===== src/verilog/synctimer_pkg.sv =====
// time, offset, byte and command types, frame field layout
`default_nettype none

package synctimer_pkg;

    // ########################################################################
    // types
    // ########################################################################

    // nanoseconds
    typedef logic [63:0] time_t;

    // added to the received time before correction
    typedef logic [15:0] offset_t;

    typedef logic [7:0] byte_t;
    typedef logic [7:0] cmd_t;

    // ########################################################################
    // frame layout
    // ########################################################################

    // set means load the clock, clear means slew it
    localparam int cmd_override_bit = 0;

    // field lengths after the command byte, both little-endian
    localparam int time_field_bytes   = 8;
    localparam int offset_field_bytes = 2;

endpackage

`default_nettype wire


===== src/verilog/byte_stream_if.sv =====
// byte stream interface with first/last/data/valid and source/sink modports
`default_nettype none
`timescale 1ns/1ns

interface byte_stream_if import synctimer_pkg::*; ();

    // first and last only qualify bytes with valid high
    logic  first;
    logic  last;
    byte_t data;
    logic  valid;

    modport source (
        output first,
        output last,
        output data,
        output valid
    );

    modport sink (
        input first,
        input last,
        input data,
        input valid
    );

endinterface

`default_nettype wire


===== src/verilog/synctimer_frame_monitor.sv =====
// frame monitor: two-stage stream delay with start, end and error events
`default_nettype none
`timescale 1ns/1ns

module synctimer_frame_monitor import synctimer_pkg::*; (
    input  logic   clk,
    input  logic   local_reset,
    input  logic   in_first,
    input  logic   in_last,
    input  logic   in_valid,
    input  logic   in_error,
    input  byte_t  in_data,
    byte_stream_if.source m,
    output logic   rx_start,
    output logic   rx_end,
    output logic   rx_error
);

    logic  in_frame;
    logic  end_ok;

    // first delay stage
    logic  stage_first;
    logic  stage_last;
    byte_t stage_data;
    logic  stage_valid;
    logic  stage_end_ok;
    logic  out_end_ok;

    // only a clean last byte of a tracked frame may close it with an end event
    assign end_ok = in_valid && in_last && !in_error && (in_frame || in_first);

    // ########################################################################
    // frame tracking and events
    // ########################################################################

    always_ff @(posedge clk) begin
        if (local_reset) begin
            in_frame <= 1'b0;
            rx_start <= 1'b0;
            rx_error <= 1'b0;
        end else begin
            rx_start <= in_valid && in_first;
            // phy error, or a new first while the old frame is still open
            rx_error <= in_valid && (in_error || (in_first && in_frame));

            if (in_valid) begin
                if (in_error) begin
                    in_frame <= 1'b0;
                end else if (in_first) begin
                    in_frame <= !in_last;
                end else if (in_last) begin
                    in_frame <= 1'b0;
                end
            end
        end
    end

    // ########################################################################
    // stream delay
    // ########################################################################

    always_ff @(posedge clk) begin
        stage_first <= in_first;
        stage_last  <= in_last;
        stage_data  <= in_data;
        m.first     <= stage_first;
        m.last      <= stage_last;
        m.data      <= stage_data;
    end

    always_ff @(posedge clk) begin
        if (local_reset) begin
            stage_valid  <= 1'b0;
            stage_end_ok <= 1'b0;
            m.valid      <= 1'b0;
            out_end_ok   <= 1'b0;
            rx_end       <= 1'b0;
        end else begin
            stage_valid  <= in_valid;
            stage_end_ok <= end_ok;
            m.valid      <= stage_valid;
            out_end_ok   <= stage_end_ok;
            // one cycle after the delayed last byte
            rx_end       <= out_end_ok;
        end
    end

endmodule

`default_nettype wire


===== src/verilog/synctimer_local_clock.sv =====
// local time counter with override load and proportional slew
`default_nettype none
`timescale 1ns/1ns

module synctimer_local_clock import synctimer_pkg::*; #(
    parameter int TIME_STEP    = 4,
    parameter int ADJUST_SHIFT = 2
) (
    input  logic  clk,
    input  logic  local_reset,
    input  logic  correct_override,
    input  time_t correct_time,
    input  logic  correct_valid,
    output time_t now_time
);

    localparam time_t step = time_t'(TIME_STEP);

    logic signed [$bits(time_t)-1:0] time_error;
    logic signed [$bits(time_t)-1:0] slew;

    // positive when the master is ahead of us
    assign time_error = signed'(correct_time - now_time);
    assign slew       = time_error >>> ADJUST_SHIFT;

    // ########################################################################
    // counter
    // ########################################################################

    always_ff @(posedge clk) begin
        if (local_reset) begin
            now_time <= '0;
        end else begin
            if (correct_valid) begin
                if (correct_override) begin
                    now_time <= correct_time;
                end else begin
                    // take a fraction of the error per correction
                    now_time <= now_time + step + time_t'(slew);
                end
            end else begin
                now_time <= now_time + step;
            end
        end
    end

endmodule

`default_nettype wire


===== src/verilog/synctimer_request_parser.sv =====
// request parser: field capture, forwarding with incremented command, correction
`default_nettype none
`timescale 1ns/1ns

module synctimer_request_parser import synctimer_pkg::*; (
    input  logic  clk,
    input  logic  local_reset,
    input  logic  rx_start,
    input  logic  rx_end,
    input  logic  rx_error,
    byte_stream_if.sink   s,
    byte_stream_if.source m,
    output logic  correct_override,
    output time_t correct_time,
    output logic  correct_valid
);

    // counter value of the first byte past the offset field
    localparam int field_end = time_field_bytes + offset_field_bytes;

    logic       frame_reset;
    logic       busy;
    logic [3:0] byte_count;

    cmd_t    rx_cmd;
    time_t   rx_time;
    offset_t rx_offset;

    assign frame_reset = local_reset || rx_error;

    // ########################################################################
    // capture control
    // ########################################################################

    always_ff @(posedge clk) begin
        if (frame_reset) begin
            busy       <= 1'b0;
            byte_count <= '0;
        end else begin
            if (s.valid) begin
                byte_count <= byte_count + 1'b1;
                if (!busy) begin
                    if (s.first) begin
                        busy       <= 1'b1;
                        byte_count <= '0;
                    end
                end else begin
                    // the byte at field_end is still forwarded
                    if (int'(byte_count) >= field_end) begin
                        busy <= 1'b0;
                    end
                    if (s.last) begin
                        busy <= 1'b0;
                    end
                end
            end
            if (rx_start || rx_end || rx_error) begin
                busy <= 1'b0;
            end
        end
    end

    // field registers
    always_ff @(posedge clk) begin
        if (s.valid) begin
            if (!busy && s.first) begin
                rx_cmd <= s.data;
            end else if (busy) begin
                if (int'(byte_count) < time_field_bytes) begin
                    rx_time[byte_count[2:0]*8 +: 8] <= s.data;
                end else if (int'(byte_count) < field_end) begin
                    // offset bytes sit at counts 8 and 9
                    rx_offset[byte_count[0]*8 +: 8] <= s.data;
                end
            end
        end
    end

    // ########################################################################
    // forwarding
    // ########################################################################

    always_ff @(posedge clk) begin
        m.first <= s.first;
        m.last  <= s.last;
        if (!busy && s.first) begin
            // next node sees the command bumped by one
            m.data <= s.data + 1'b1;
        end else begin
            m.data <= s.data;
        end
    end

    always_ff @(posedge clk) begin
        if (local_reset) begin
            m.valid <= 1'b0;
        end else begin
            m.valid <= s.valid && (busy || s.first);
        end
    end

    // ########################################################################
    // correction
    // ########################################################################

    always_ff @(posedge clk) begin
        if (rx_end) begin
            correct_time <= rx_time + time_t'(rx_offset);
        end
    end

    always_ff @(posedge clk) begin
        if (local_reset) begin
            correct_valid    <= 1'b0;
            correct_override <= 1'b0;
        end else begin
            correct_valid <= rx_end;
            if (rx_end) begin
                correct_override <= rx_cmd[cmd_override_bit];
            end
        end
    end

endmodule

`default_nettype wire


===== src/verilog/synctimer_slave_top.sv =====
// sync timer slave top: frame monitor, request parser and local clock
`default_nettype none
`timescale 1ns/1ns

module synctimer_slave_top import synctimer_pkg::*; #(
    parameter int TIME_STEP    = 4,
    parameter int ADJUST_SHIFT = 2
) (
    input  logic  clk,
    input  logic  local_reset,

    input  logic  in_first,
    input  logic  in_last,
    input  logic  in_valid,
    input  logic  in_error,
    input  byte_t in_data,

    output logic  out_first,
    output logic  out_last,
    output logic  out_valid,
    output byte_t out_data,

    output time_t now_time,
    output logic  time_corrected,
    output logic  time_override
);

    logic  rx_start;
    logic  rx_end;
    logic  rx_error;
    time_t correct_time;

    byte_stream_if monitor_to_parser ();
    byte_stream_if parser_out ();

    // ########################################################################
    // receive path
    // ########################################################################

    synctimer_frame_monitor synctimer_frame_monitor_inst (
        .clk         (clk),
        .local_reset (local_reset),
        .in_first    (in_first),
        .in_last     (in_last),
        .in_valid    (in_valid),
        .in_error    (in_error),
        .in_data     (in_data),
        .m           (monitor_to_parser.source),
        .rx_start    (rx_start),
        .rx_end      (rx_end),
        .rx_error    (rx_error)
    );

    synctimer_request_parser synctimer_request_parser_inst (
        .clk              (clk),
        .local_reset      (local_reset),
        .rx_start         (rx_start),
        .rx_end           (rx_end),
        .rx_error         (rx_error),
        .s                (monitor_to_parser.sink),
        .m                (parser_out.source),
        .correct_override (time_override),
        .correct_time     (correct_time),
        .correct_valid    (time_corrected)
    );

    assign out_first = parser_out.first;
    assign out_last  = parser_out.last;
    assign out_valid = parser_out.valid;
    assign out_data  = parser_out.data;

    // ########################################################################
    // time base
    // ########################################################################

    synctimer_local_clock #(
        .TIME_STEP    (TIME_STEP),
        .ADJUST_SHIFT (ADJUST_SHIFT)
    ) synctimer_local_clock_inst (
        .clk              (clk),
        .local_reset      (local_reset),
        .correct_override (time_override),
        .correct_time     (correct_time),
        .correct_valid    (time_corrected),
        .now_time         (now_time)
    );

endmodule

`default_nettype wire

===== config.mk =====
export PLATFORM = sky130hd
export DESIGN_NAME = synctimer_slave_top
export DESIGN_NICKNAME = d
export VERILOG_FILES = /design/src/verilog/synctimer_pkg.sv /design/src/verilog/byte_stream_if.sv /design/src/verilog/synctimer_frame_monitor.sv /design/src/verilog/synctimer_local_clock.sv /design/src/verilog/synctimer_request_parser.sv /design/src/verilog/synctimer_slave_top.sv
export SDC_FILE = /design/constraint.sdc
export NUM_CORES = 1
export LEC_CHECK = 0
export BUFFER_PORTS_ARGS = -buffer_cell sky130_fd_sc_hd__buf_2
export CAP_MARGIN = 30
export CELL_PAD_IN_SITES_DETAIL_PLACEMENT = 0
export CELL_PAD_IN_SITES_GLOBAL_PLACEMENT = 1
export CORE_MARGIN = 8
export CORE_UTILIZATION = 39
export CTS_BUF_LIST = sky130_fd_sc_hd__clkbuf_4 sky130_fd_sc_hd__clkbuf_8
export DETAILED_ROUTE_END_ITERATION = 8
export GPL_TIMING_DRIVEN = 0
export HOLD_SLACK_MARGIN = 0.03
export PLACE_DENSITY = 0.74
export SETUP_SLACK_MARGIN = 0.05
export SYNTH_ARGS = -nofsm -noshare
export SYNTH_HDL_FRONTEND = slang
export SYNTH_SLANG_ARGS = --single-unit

===== constraint.sdc =====
create_clock -name clk -period 5.46 [get_ports clk]
set_input_delay 0.819 -clock clk [delete_from_list [all_inputs] [get_ports clk]]
set_output_delay 0.819 -clock clk [all_outputs]
set_load 0.005 [all_outputs]

== Word level (Yosys, flattened, before mapping) ==
Cells that the tools add are included.
Cells by class
  add/sub/neg operators: 8
  $lt $le $gt $ge: 3
  shift-type cells: 4
  multiplexer cells: 14
  bitwise operators: 2
  reduce and logical (&&, ||, !) cells: 23
Operators by type and width (number)
  $mux 64: 2
  $add 64x16->64: 1
  $add 64x3->64 const B: 1
  $add 64x64->64: 1
  $bwmux 64: 1
  $shift 8x34->64 const A: 1
  $shiftx 8x34->64: 1
  $sub 64x64->64: 1
  $neg 4->34: 1
  $neg 6->34: 1
  $shift 8x34->16 const A: 1
  $shiftx 8x34->16: 1
  $bwmux 16: 1
  $add 8x1->8 const B: 1
  $logic_and 1x1->1: 8
  $lt 4x4->1 const B: 2
  $mux 4: 2
  $mux 8: 1
  $mux 1: 7
  $logic_or 1x1->1: 6
  $reduce_and 5->1: 1
  $add 4x1->4 const B: 1
  $ge 4x4->1 const B: 1
  $reduce_and 2->1: 2
  5 further kinds: 8
Storage, ports and cells
  flip-flop bits (word level): 255
  bits of input ports: 14
  output and inout bits: 77
  logic and storage cells: 81

== Logic depth before layout (Yosys ltp) ==
Gate-level depths: netlist (run 1).
  word-level depth: 4
  depth in mapped cells: 27
  gate-level depth less buffers: 25

== Modules after synthesis ==
Synthesis (run 1) repeated with hierarchy kept, for this count alone.
Unflattened totals
  cell total of the unflattened synthesis: 2183
  area total of the unflattened synthesis: 18863.1 um2
By module, submodules not included
  synctimer_local_clock: instances 1, cells each 1520, area each 10560.1 um2, seq. area each 1281.2 um2
  synctimer_request_parser: instances 1, cells each 622, area each 7638.6 um2, seq. area each 4714.5 um2
  synctimer_frame_monitor: instances 1, cells each 41, area each 664.4 um2, seq. area each 560.5 um2

== Least setup slack after synthesis (run 1) ==
Ideal clock, no wire load.
  kind: register to register
  from: register synctimer_local_clock_inst.now_time[30]
  to: register synctimer_local_clock_inst.now_time[63]
  library setup time: 0.103 ns
  arrival: 5.316 ns
  data required time: 5.357 ns
  slack: 0.041 ns
  stages on the path, launching flop included: 28
  path buffers: 2
  clock period less this slack: 5.419 ns
  path through: dfxtp_1 > inv_1 > ha_1 > clkbuf_1 > a21oi_1 > o21ai_0 > o41ai_1 > and3b_1 > o211a_1 > o31ai_2 > a21oi_1 > o31ai_1 > a211oi_1 > o21ai_0 > xor2_1 > ha_1 > clkbuf_1 > a21oi_1 > nor2b_1 > o21ai_0 > nand2b_1 > or3_1 > a211oi_1 > or3_4 > o21ai_2 > xor2_1 > mux2i_1 > a2111oi_2
Between the ends
  word-level cells in the longest chain between the ends: 4
  elaborated cells between the ends (all ways): 5
  classes of those cells: add/sub: 3; mux: 2
Ends and longest elaborated chain
  start: declaration: line synctimer_local_clock.sv:14  | output time_t now_time
  start signal: assignment: line synctimer_local_clock.sv:36  | now_time <= correct_time;
  start signal: assignment: line synctimer_local_clock.sv:39  | now_time <= now_time + step + time_t'(slew);
  start signal: assignment: line synctimer_local_clock.sv:42  | now_time <= now_time + step;
  $add 64x3->64 / $sub 64x64->64 (equally long branches): line synctimer_local_clock.sv:39, synctimer_local_clock.sv:42, synctimer_local_clock.sv:23
  $add 64x64->64: line synctimer_local_clock.sv:39
  $mux 64: line synctimer_local_clock.sv:35  | if (correct_override) begin
  $mux 64 (*): line synctimer_local_clock.sv:34  | if (correct_valid) begin
Mark *: on every way between the ends. The rest lies on a longest branch, timed or not.
A chain may end at the register's enable or synchronous reset.

== Worst setup path in the final report (run 1) ==
  from: register synctimer_request_parser_inst.correct_time[24]
  to: register synctimer_local_clock_inst.now_time[63]
Between the ends
  word-level cells in the longest chain between the ends: 4
Ends and longest elaborated chain
  start: declaration: line synctimer_request_parser.sv:14  | output time_t correct_time,
  start signal: assignment: line synctimer_request_parser.sv:108  | correct_time <= rx_time + time_t'(rx_offset);
  $sub 64x64->64: line synctimer_local_clock.sv:23  | assign time_error = signed'(correct_time - now_time);
  $add 64x64->64: line synctimer_local_clock.sv:39
  $mux 64: line synctimer_local_clock.sv:35
  $mux 64: line synctimer_local_clock.sv:34
No other way between the ends.

==> results of run 1 <==
-- state kept, by name, summed over array words and instances, names as in the netlist, 4 cells and up --
| signal | count |
|---|---|
| synctimer_local_clock_inst.now_time | 64 |
| synctimer_request_parser_inst.correct_time | 64 |
| synctimer_request_parser_inst.rx_time | 64 |
| synctimer_request_parser_inst.rx_offset | 16 |
| synctimer_frame_monitor_inst.m.data | 8 |
| synctimer_frame_monitor_inst.stage_data | 8 |
| synctimer_request_parser_inst.m.data | 8 |
| synctimer_request_parser_inst.byte_count | 4 |
-- path summary, 6_finish.rpt --
| kind | end | cells past startpoint |
|---|---|---|
| setup / recovery | synctimer_local_clock_inst.now_time[63] | 22 |
| hold / removal | synctimer_frame_monitor_inst.stage_data[3] | 1 |
| hold reg to reg | synctimer_frame_monitor_inst.m.data[0] | 0 |
| setup reg to reg | synctimer_local_clock_inst.now_time[63] | 22 |
-- cell families (layout without fill, tap and decap cells) --
family	Yosys count	after routing	share of synthesized area
AOI/OAI and AO/OA	565	565	0.1955
other	0	2	0
DFF	255	255	0.3470
adders and majority gates	148	148	0.09881
and+or+nand+nor	760	760	0.1974
buffers and inverters	203	426	0.04060
muxes	13	13	0.007086
xor gates and xnor gates	245	245	0.1136
-- power by group through the flow --
| stage | sequential, W | clock, W | combinational, W |
|---|---|---|---|
| detailed placement | 0.00210 | 0 | 0.000247 |
| floorplan | 0.00209 | 0 | 0.000169 |
| CTS | 0.00206 | 0.00229 | 0.000267 |
| finish | 0.00206 | 0.00225 | 0.000281 |
| global route | 0.00206 | 0.00237 | 0.000310 |
| global placement | 0.00210 | 0 | 0.000244 |
-- per-layer routing --
metal / up-vias / global-route usage / part of all wire
met1: 8270 / 0.2923 / 0.45
met2: 512 / 0.3635 / 0.46
li1: 8268 / - / -
met4: 0 / 0.07216 / 0.034
met3: 147 / 0.03882 / 0.056
met5: - / 0 / 0
-- what timing repair did --
| action | in CTS | in global routing |
|---|---|---|
| resized for setup | 182 | 75 |
| buffers inserted | 44 | 19 |
| hold buffers | 0 | 0 |
| pin swaps | 63 | 52 |
| endpoints found under the setup margin | 40 | 29 |
-- stage by stage --
step	instance area (sq um)	cells	TNS, ns	worst slack, ns
2_1_floorplan	18900	2189	0	0.04941
3_3_place_gp	20110	2893	-30.88	-1.763
3_5_place_dp	20200	2898	-31.44	-1.720
4_1_cts	22460	3006	0	0.05047
5_1_grt	22990	3028	-0.9647	-0.2895
6_report	23000	3029	-0.04009	-0.04009
-- synthesized netlist by cell type, drive strengths merged (4+ instances only) --
| cell type | instances | share of area |
|---|---|---|
| ha | 146 | 0.097 |
| o211ai | 30 | 0.012 |
| nor2b | 36 | 0.012 |
| a311oi | 19 | 0.0088 |
| o31ai | 12 | 0.0050 |
| a21oi | 165 | 0.044 |
| mux2i | 10 | 0.0053 |
| inv | 116 | 0.023 |
| a41oi | 8 | 0.0037 |
| nor4 | 15 | 0.0056 |
| a2111oi | 6 | 0.0031 |
| a211o | 5 | 0.0023 |
| o221ai | 5 | 0.0023 |
| nand4 | 49 | 0.016 |
| and4 | 9 | 0.0042 |
| xnor2 | 176 | 0.082 |
| nor3b | 12 | 0.0048 |
| o21bai | 26 | 0.010 |
| dfxtp | 110 | 0.12 |
| nand2 | 205 | 0.041 |
| a221oi | 4 | 0.0019 |
| nand3 | 58 | 0.015 |
| o21a | 17 | 0.0068 |
| or3 | 10 | 0.0036 |
| a21o | 78 | 0.031 |
| xor2 | 69 | 0.032 |
| edfxtp | 145 | 0.23 |
| a21boi | 12 | 0.0056 |
| o22ai | 7 | 0.0023 |
| a211oi | 28 | 0.011 |
| a31oi | 14 | 0.0053 |
| and2 | 73 | 0.024 |
| nor2 | 185 | 0.037 |
| and3 | 35 | 0.012 |
| clkbuf | 74 | 0.015 |
| nor3 | 45 | 0.012 |
| nand2b | 18 | 0.0060 |
| buf | 13 | 0.0028 |
| o21ai | 111 | 0.030 |
-- layout make-up --
cell class | count | share of cell area
Multi-Input combinational cell | 1731 | 0.5552
Sequential cell | 255 | 0.2867
Timing Repair Buffer | 161 | 0.04511
Clock buffer | 65 | 0.03618
Tap cell | 615 | 0.03346
Inverter | 116 | 0.01893
Clock inverter | 18 | 0.01317
Buffer | 66 | 0.01099
Antenna cell | 2 | 0.0002176
-- cell usage in the layout (no fill, tap or decap), types with 55 or more instances in the layout --
master / instances
and2_1: 70
a21oi_1: 133
xor2_1: 68
edfxtp_1: 145
inv_1: 114
clkbuf_8: 55
buf_4: 63
buf_2: 95
dfxtp_1: 88
nand2_1: 201
xnor2_1: 175
nand3_1: 57
ha_1: 108
o21ai_0: 91
nor2_1: 172
a21o_1: 78
==> key figures, run 1 <==
Outcome
  – Status: finished with violations
  – Violated checks: negative setup slack

Global routing
  – Largest net degree at the start of global routing: 68
  – Total GRT Usage: 0.2214
  – GRT overflow: 0
  – Initial antenna violation count: 1
  – Vias in the first global route: 16840
  – First-pass GRT wire length: 98.14 mm

Worst setup path
  – Worst path required time: 5.98 ns
  – FF-to-FF Start: synctimer_request_parser_inst.correct_time[24]
  – Critical Setup Path Class: reg2reg
  – Cell Chain, Critical Path: ha_4, a21o_1, a21o_1, a21oi_1, and3b_2, o211a_4, buf_12, nor2_4, or2_4, a21oi_4, buf_4, xnor2_1, ha_1, nand4_1, or2_4, nor3b_4, a211oi_2, or3_4, o21ai_2, xor2_1, mux2i_1, a2111oi_2
  – Crit Path Max Fanout: 7
  – Crit path max-delay cell type: edfxtp_1
  – Critical Path AT: 6.02 ns
  – Delay-heaviest family, CP: simple AND/OR/NAND/NOR gates
  – CP Capture Type: flop
  – Crit-path max cell delay: 0.51 ns
  – Buf+Inv Stages, Crit Path: 2
  – Critical path launch point type: flop
  – Reg-to-reg slack, setup: -0.04 ns
  – Crit. Startpoint: synctimer_request_parser_inst.correct_time[24]

Placement
  – Number of I/O port buffers: 89
  – HPWL after DPL: 48.35 mm
  – GPL Wtd Cong: 0.9393

Die
  – IO Pins: 91
  – Cell Rows: 80
  – Full die area: 55740 sq um
  – Die width: 236.1 microns
  – Core ar.: 47750 sq um
  – DIE HEIGHT: 236.1 microns
  – Initial Utilization: 0.3957

Power
  – Lkg Pwr: 8.818 nW
  – Switching pwr: 0.001071 W
  – VDD IR-drop max: 0.2135 mV
  – Part of the power in combinational logic: 0.061
  – Cell area power density: 199.3 nW/um^2
  – Clock power frac: 0.490
  – Total Power: 0.004582 W
  – Pint: 0.003511 W
  – Switching share of total power: 0.2337
  – Flop pwr share: 0.449

Clocking
  – CTS tree: yes
  – Clock sinks: 255
  – H-tree depth: 2
  – Clock Path Buffers: 3
  – Clk Latency, worst-skew pair: 0.63 ns
  – Root Buffer: clkbuf_8
  – Clock slew at reported path FFs: 0.07 ns
  – CTS buffer count: 45

Timing
  – Clock Skew: 0.03113 ns
  – Tcrit/Tclk final: 1.007
  – Tmin final: 5.500 ns
  – Final Hold Viols: 0
  – Worst Setup Slack, final: -0.04009 ns
  – Maximum clock rate: 181.8 MHz
  – Worst slew margin: 0.2873
  – Final Max Tran Viols: 0
  – Worst slew pin tran: 1.069 ns
  – Hold WS: 0.2865 ns
  – Setup violations, final: 1
  – RSZ-0062 raised after global routing: yes

Synth
  – Synth Area per Inst: 8.631 sq um
  – Mapped Nets: 2351
  – Synth warnings: 0
  – Synth cell types: 79
  – Post-Syn Area: 18890 sq um
  – Post-synth EDFFs: 145
  – Cells after Synth: 2189
  – Async SR Flop Fraction: 0
  – Synth Flop Type: edfxtp_1
  – Yosys reg bits: 255
  – Post-synthesis sequential area ratio: 0.3470

Detailed routing
  – DRC violations left: 0
  – Initial DRC count: 1440
  – Mean routed wirelength per cell: 21.08 microns
  – Via Count: 17200
  – DR vias/cell: 5.677
  – TritonRoute pass-1 iters: 6
  – Overall routed net length: 63.87 mm
  – Final ANT Viol Nets: 0

Finish
  – Final design utilization: 0.4816
  – Sequential cell area: 6594 sq um
  – Layout cells sized above 1: 0.1870
  – Area of the multi-input gates: 12770 sq um
  – Post-layout nets: 2538
  – Area grow syn2layout: 21.72%
  – Fillcell total: 4543

Hold path
  – Min-delay src: in_data[3]
  – Hold Path Class: in2reg

Job
  – Max_cap viols: 0
Note: power is estimated with default switching activity, not from simulation.
==> run 2: changes to the inputs <==
PLACE_DENSITY = 0.71   (was 0.74)
clock period = 6.4 ns   (was 5.46 ns; I/O delays follow)
==> run 2 against run 1 <==
  * First-iteration DRC count decreased by 8.3%
  * Register-to-register slack improved by 0.25 ns
  * Sequential power decreased by 15%
  * Critical endpoint is now synctimer_local_clock_inst.now_time[60]
  * The run now ends clean
  * Maximum frequency decreased by 11%
  * Non-clock buffer count decreased by 41
  * Core utilization decreased by 2.9 points
  * Worst hold slack improved by 0.036 ns
  * Critical path type unchanged
==> key figures, run 2 (synthesis gave the netlist of run 1 again) <==
Detailed routing
  – DR vias/cell: 5.628 (was 5.677)
  – DRC violations left: 0 (unchanged)
  – Mean routed wirelength per cell: 21.04 microns (was 21.08 microns)
  – Overall routed net length: 62.92 mm (was 63.87 mm)
  – Via Count: 16830 (was 17200)
  – Initial DRC count: 1320 (was 1440)
  – Final ANT Viol Nets: 0 (unchanged)
  – TritonRoute pass-1 iters: 5 (was 6)

Finish
  – Area of the multi-input gates: 11850 sq um (was 12770 sq um)
  – Area grow syn2layout: 14.43% (was 21.72%)
  – Sequential cell area: 6561 sq um (was 6594 sq um)
  – Most frequent cells in the layout: 204 x nand2_1, 180 x nor2_1, 176 x xnor2_1, 159 x a21oi_1, 145 x edfxtp_1 (was 201 x nand2_1, 175 x xnor2_1, 172 x nor2_1, 145 x edfxtp_1, 133 x a21oi_1)
  – Post-layout nets: 2498 (was 2538)
  – Layout cells sized above 1: 0.1095 (was 0.1870)
  – Post-Layout Cell Count: 2991 (was 3029)
  – Fillcell total: 4691 (was 4543)
  – Fin area: 21620 sq um (was 23000 sq um)
  – Most common cell after layout, fill and taps aside: nand2_1 (unchanged)

Placement
  – DP Cell Count: 2899 (was 2898)
  – HPWL after DPL: 49.17 mm (was 48.35 mm)
  – GPL Wtd Cong: 0.9008 (was 0.9393)
  – Pre-CTS setup slack: -1.026 ns (was -1.720 ns)
  – Placed Area: 20200 sq um (about the same)
  – Number of I/O port buffers: 89 (unchanged)

Worst setup path
  – Critical path endpoint: synctimer_local_clock_inst.now_time[60] (was synctimer_local_clock_inst.now_time[63])
  – Crit. Startpoint: synctimer_local_clock_inst.now_time[4] (was synctimer_request_parser_inst.correct_time[24])
  – Critical Setup Path Class: reg2reg (unchanged)
  – CP Capture Type: flop (unchanged)
  – Worst path required time: 6.87 ns (was 5.98 ns)
  – FF-to-FF Start: synctimer_local_clock_inst.now_time[4] (was synctimer_request_parser_inst.correct_time[24])
  – Reg-to-reg slack, setup: 0.21 ns (was -0.04 ns)
  – Critical path launch point type: flop (unchanged)
  – R2r worst-path depth: 26 (was 22)
  – Most used cell along the critical path: a21oi_1
  – RR Endpoint: synctimer_local_clock_inst.now_time[60] (was synctimer_local_clock_inst.now_time[63])
  – Crit path max-delay cell type: dfxtp_1 (was edfxtp_1)
  – Crit-path max cell delay: 0.44 ns (was 0.51 ns)
  – Critical Path AT: 6.66 ns (was 6.02 ns)
  – Crit Path Max Fanout: 8 (was 7)

Timing
  – Final Max Tran Viols: 0 (unchanged)
  – Maximum clock rate: 161.6 MHz (was 181.8 MHz)
  – Worst slew margin: 0.2792 (was 0.2873)
  – RSZ-0062 raised after global routing: yes (unchanged)
  – Tcrit/Tclk final: 0.9670 (was 1.007)
  – Setup violations, final: 0 (was 1)
  – Clock Skew: 0.02736 ns (was 0.03113 ns)
  – Worst Setup Slack, final: 0.2115 ns (was -0.04009 ns)
  – Hold WS: 0.3225 ns (was 0.2865 ns)
  – Sum of negative setup slack: 0 ns (was -0.04009 ns)
  – Worst slew pin tran: 1.081 ns (was 1.069 ns)
  – Final Hold Viols: 0 (unchanged)
  – Tmin final: 6.189 ns (was 5.500 ns)

Clocking
  – Clock slew at reported path FFs: 0.06 ns (was 0.07 ns)
  – Clock sinks: 255 (unchanged)
  – CTS buffer count: 46 (was 45)
  – Root Buffer: clkbuf_8 (unchanged)
  – Clk Latency, worst-skew pair: 0.62 ns (was 0.63 ns)
  – Clock Path Buffers: 3 (unchanged)
  – CTS tree: yes (unchanged)
  – H-tree depth: 2 (unchanged)
  – Hold_buf cts: 0 (unchanged)

Global routing
  – GRT overflow: 0 (unchanged)
  – Largest net degree at the start of global routing: 68 (unchanged)
  – Initial antenna violation count: 3 (was 1)
  – Vias in the first global route: 16210 (was 16840)
  – Total GRT Usage: 0.2177 (was 0.2214)
  – First-pass GRT wire length: 95.45 mm (was 98.14 mm)

Die
  – Core ar.: 47750 sq um (unchanged)
  – Full die area: 55740 sq um (unchanged)
  – Initial Utilization: 0.3957 (unchanged)
  – IO Pins: 91 (unchanged)
  – DIE HEIGHT: 236.1 microns (unchanged)
  – Cell Rows: 80 (unchanged)
  – Die width: 236.1 microns (unchanged)

Power
  – Lkg Pwr: 8.360 nW (was 8.818 nW)
  – VDD IR-drop max: 0.2331 mV (was 0.2135 mV)
  – Cell area power density: 175.3 nW/um^2 (was 199.3 nW/um^2)

Hold path
  – Min-delay src: synctimer_frame_monitor_inst.stage_data[0] (was in_data[3])
  – Hold Path Class: reg2reg (was in2reg)

Outcome
  – Status: complete, no violations (was finished with violations)

Job
  – Max_cap viols: 0 (unchanged)
==> run 2: layer usage <==
layer  track usage  wire, microns  part of all wire
met5             0              0                 0
met3       0.03428           3895             0.062
met4       0.07536           1907             0.030
met1        0.2987          29130              0.46
met2        0.3447          27990              0.44
==> run 2: through the flow <==
step / total power (W) / util
final: 0.003789 / 0.4528
after global routing: 0.003920 / 0.4528
after CTS: 0.003827 / 0.4487
after detailed placement: 0.002001 / 0.4230
after global placement: 0.001998 / 0.4211
after floorplan: 0.001927 / -
==> run 2: power breakdown <==
part / switching [W] / internal [W]
Combinational: 0.000139 / 0.0000818
Sequential: 0.0000167 / 0.00174
Clock: 0.000753 / 0.00106
==> run 2: layout make-up <==
class                           instances  area share
Clock inverter                         29     0.01551
Antenna cell                            2   0.0002315
Clock buffer                           57     0.03455
Tap cell                              615     0.03559
Buffer                                 79     0.01401
Sequential cell                       255      0.3035
Inverter                              116     0.02014
Multi-Input combinational cell       1731      0.5480
Timing Repair Buffer                  107     0.02847
==> run 2: worst max-delay path, delay by kind of cell, from the launching register on <==
| kind | cells | cell delay (ns) |
|---|---|---|
| AOI/OAI and AO/OA | 16 | 3.59 |
| and+or+nand+nor | 4 | 0.62 |
| adders and majority gates | 2 | 0.60 |
| DFF | 1 | 0.44 |
| muxes | 1 | 0.35 |
| buffers and inverters | 2 | 0.27 |
| xor gates and xnor gates | 1 | 0.17 |
==> run 2: timing repair <==
item                                    4_1_cts  5_1_grt
gates cloned                                  0        0
pin swaps                                     6        4
endpoints found under the setup margin       24        9
setup buffers                                 5        3
resized for setup                            31       31
==> run 2: how the worst min path moves through the flow <==
stage	endpoint	slack (ns)	cells past startpoint
floorplan	synctimer_frame_monitor_inst.m.data[0]	0.31	0
global placement	synctimer_frame_monitor_inst.m.data[0]	0.31	0
detailed placement	synctimer_frame_monitor_inst.m.data[2]	0.31	0
CTS	synctimer_frame_monitor_inst.m.data[0]	0.32	0
global route	synctimer_frame_monitor_inst.m.data[0]	0.32	0
finish	synctimer_frame_monitor_inst.m.data[0]	0.32	0
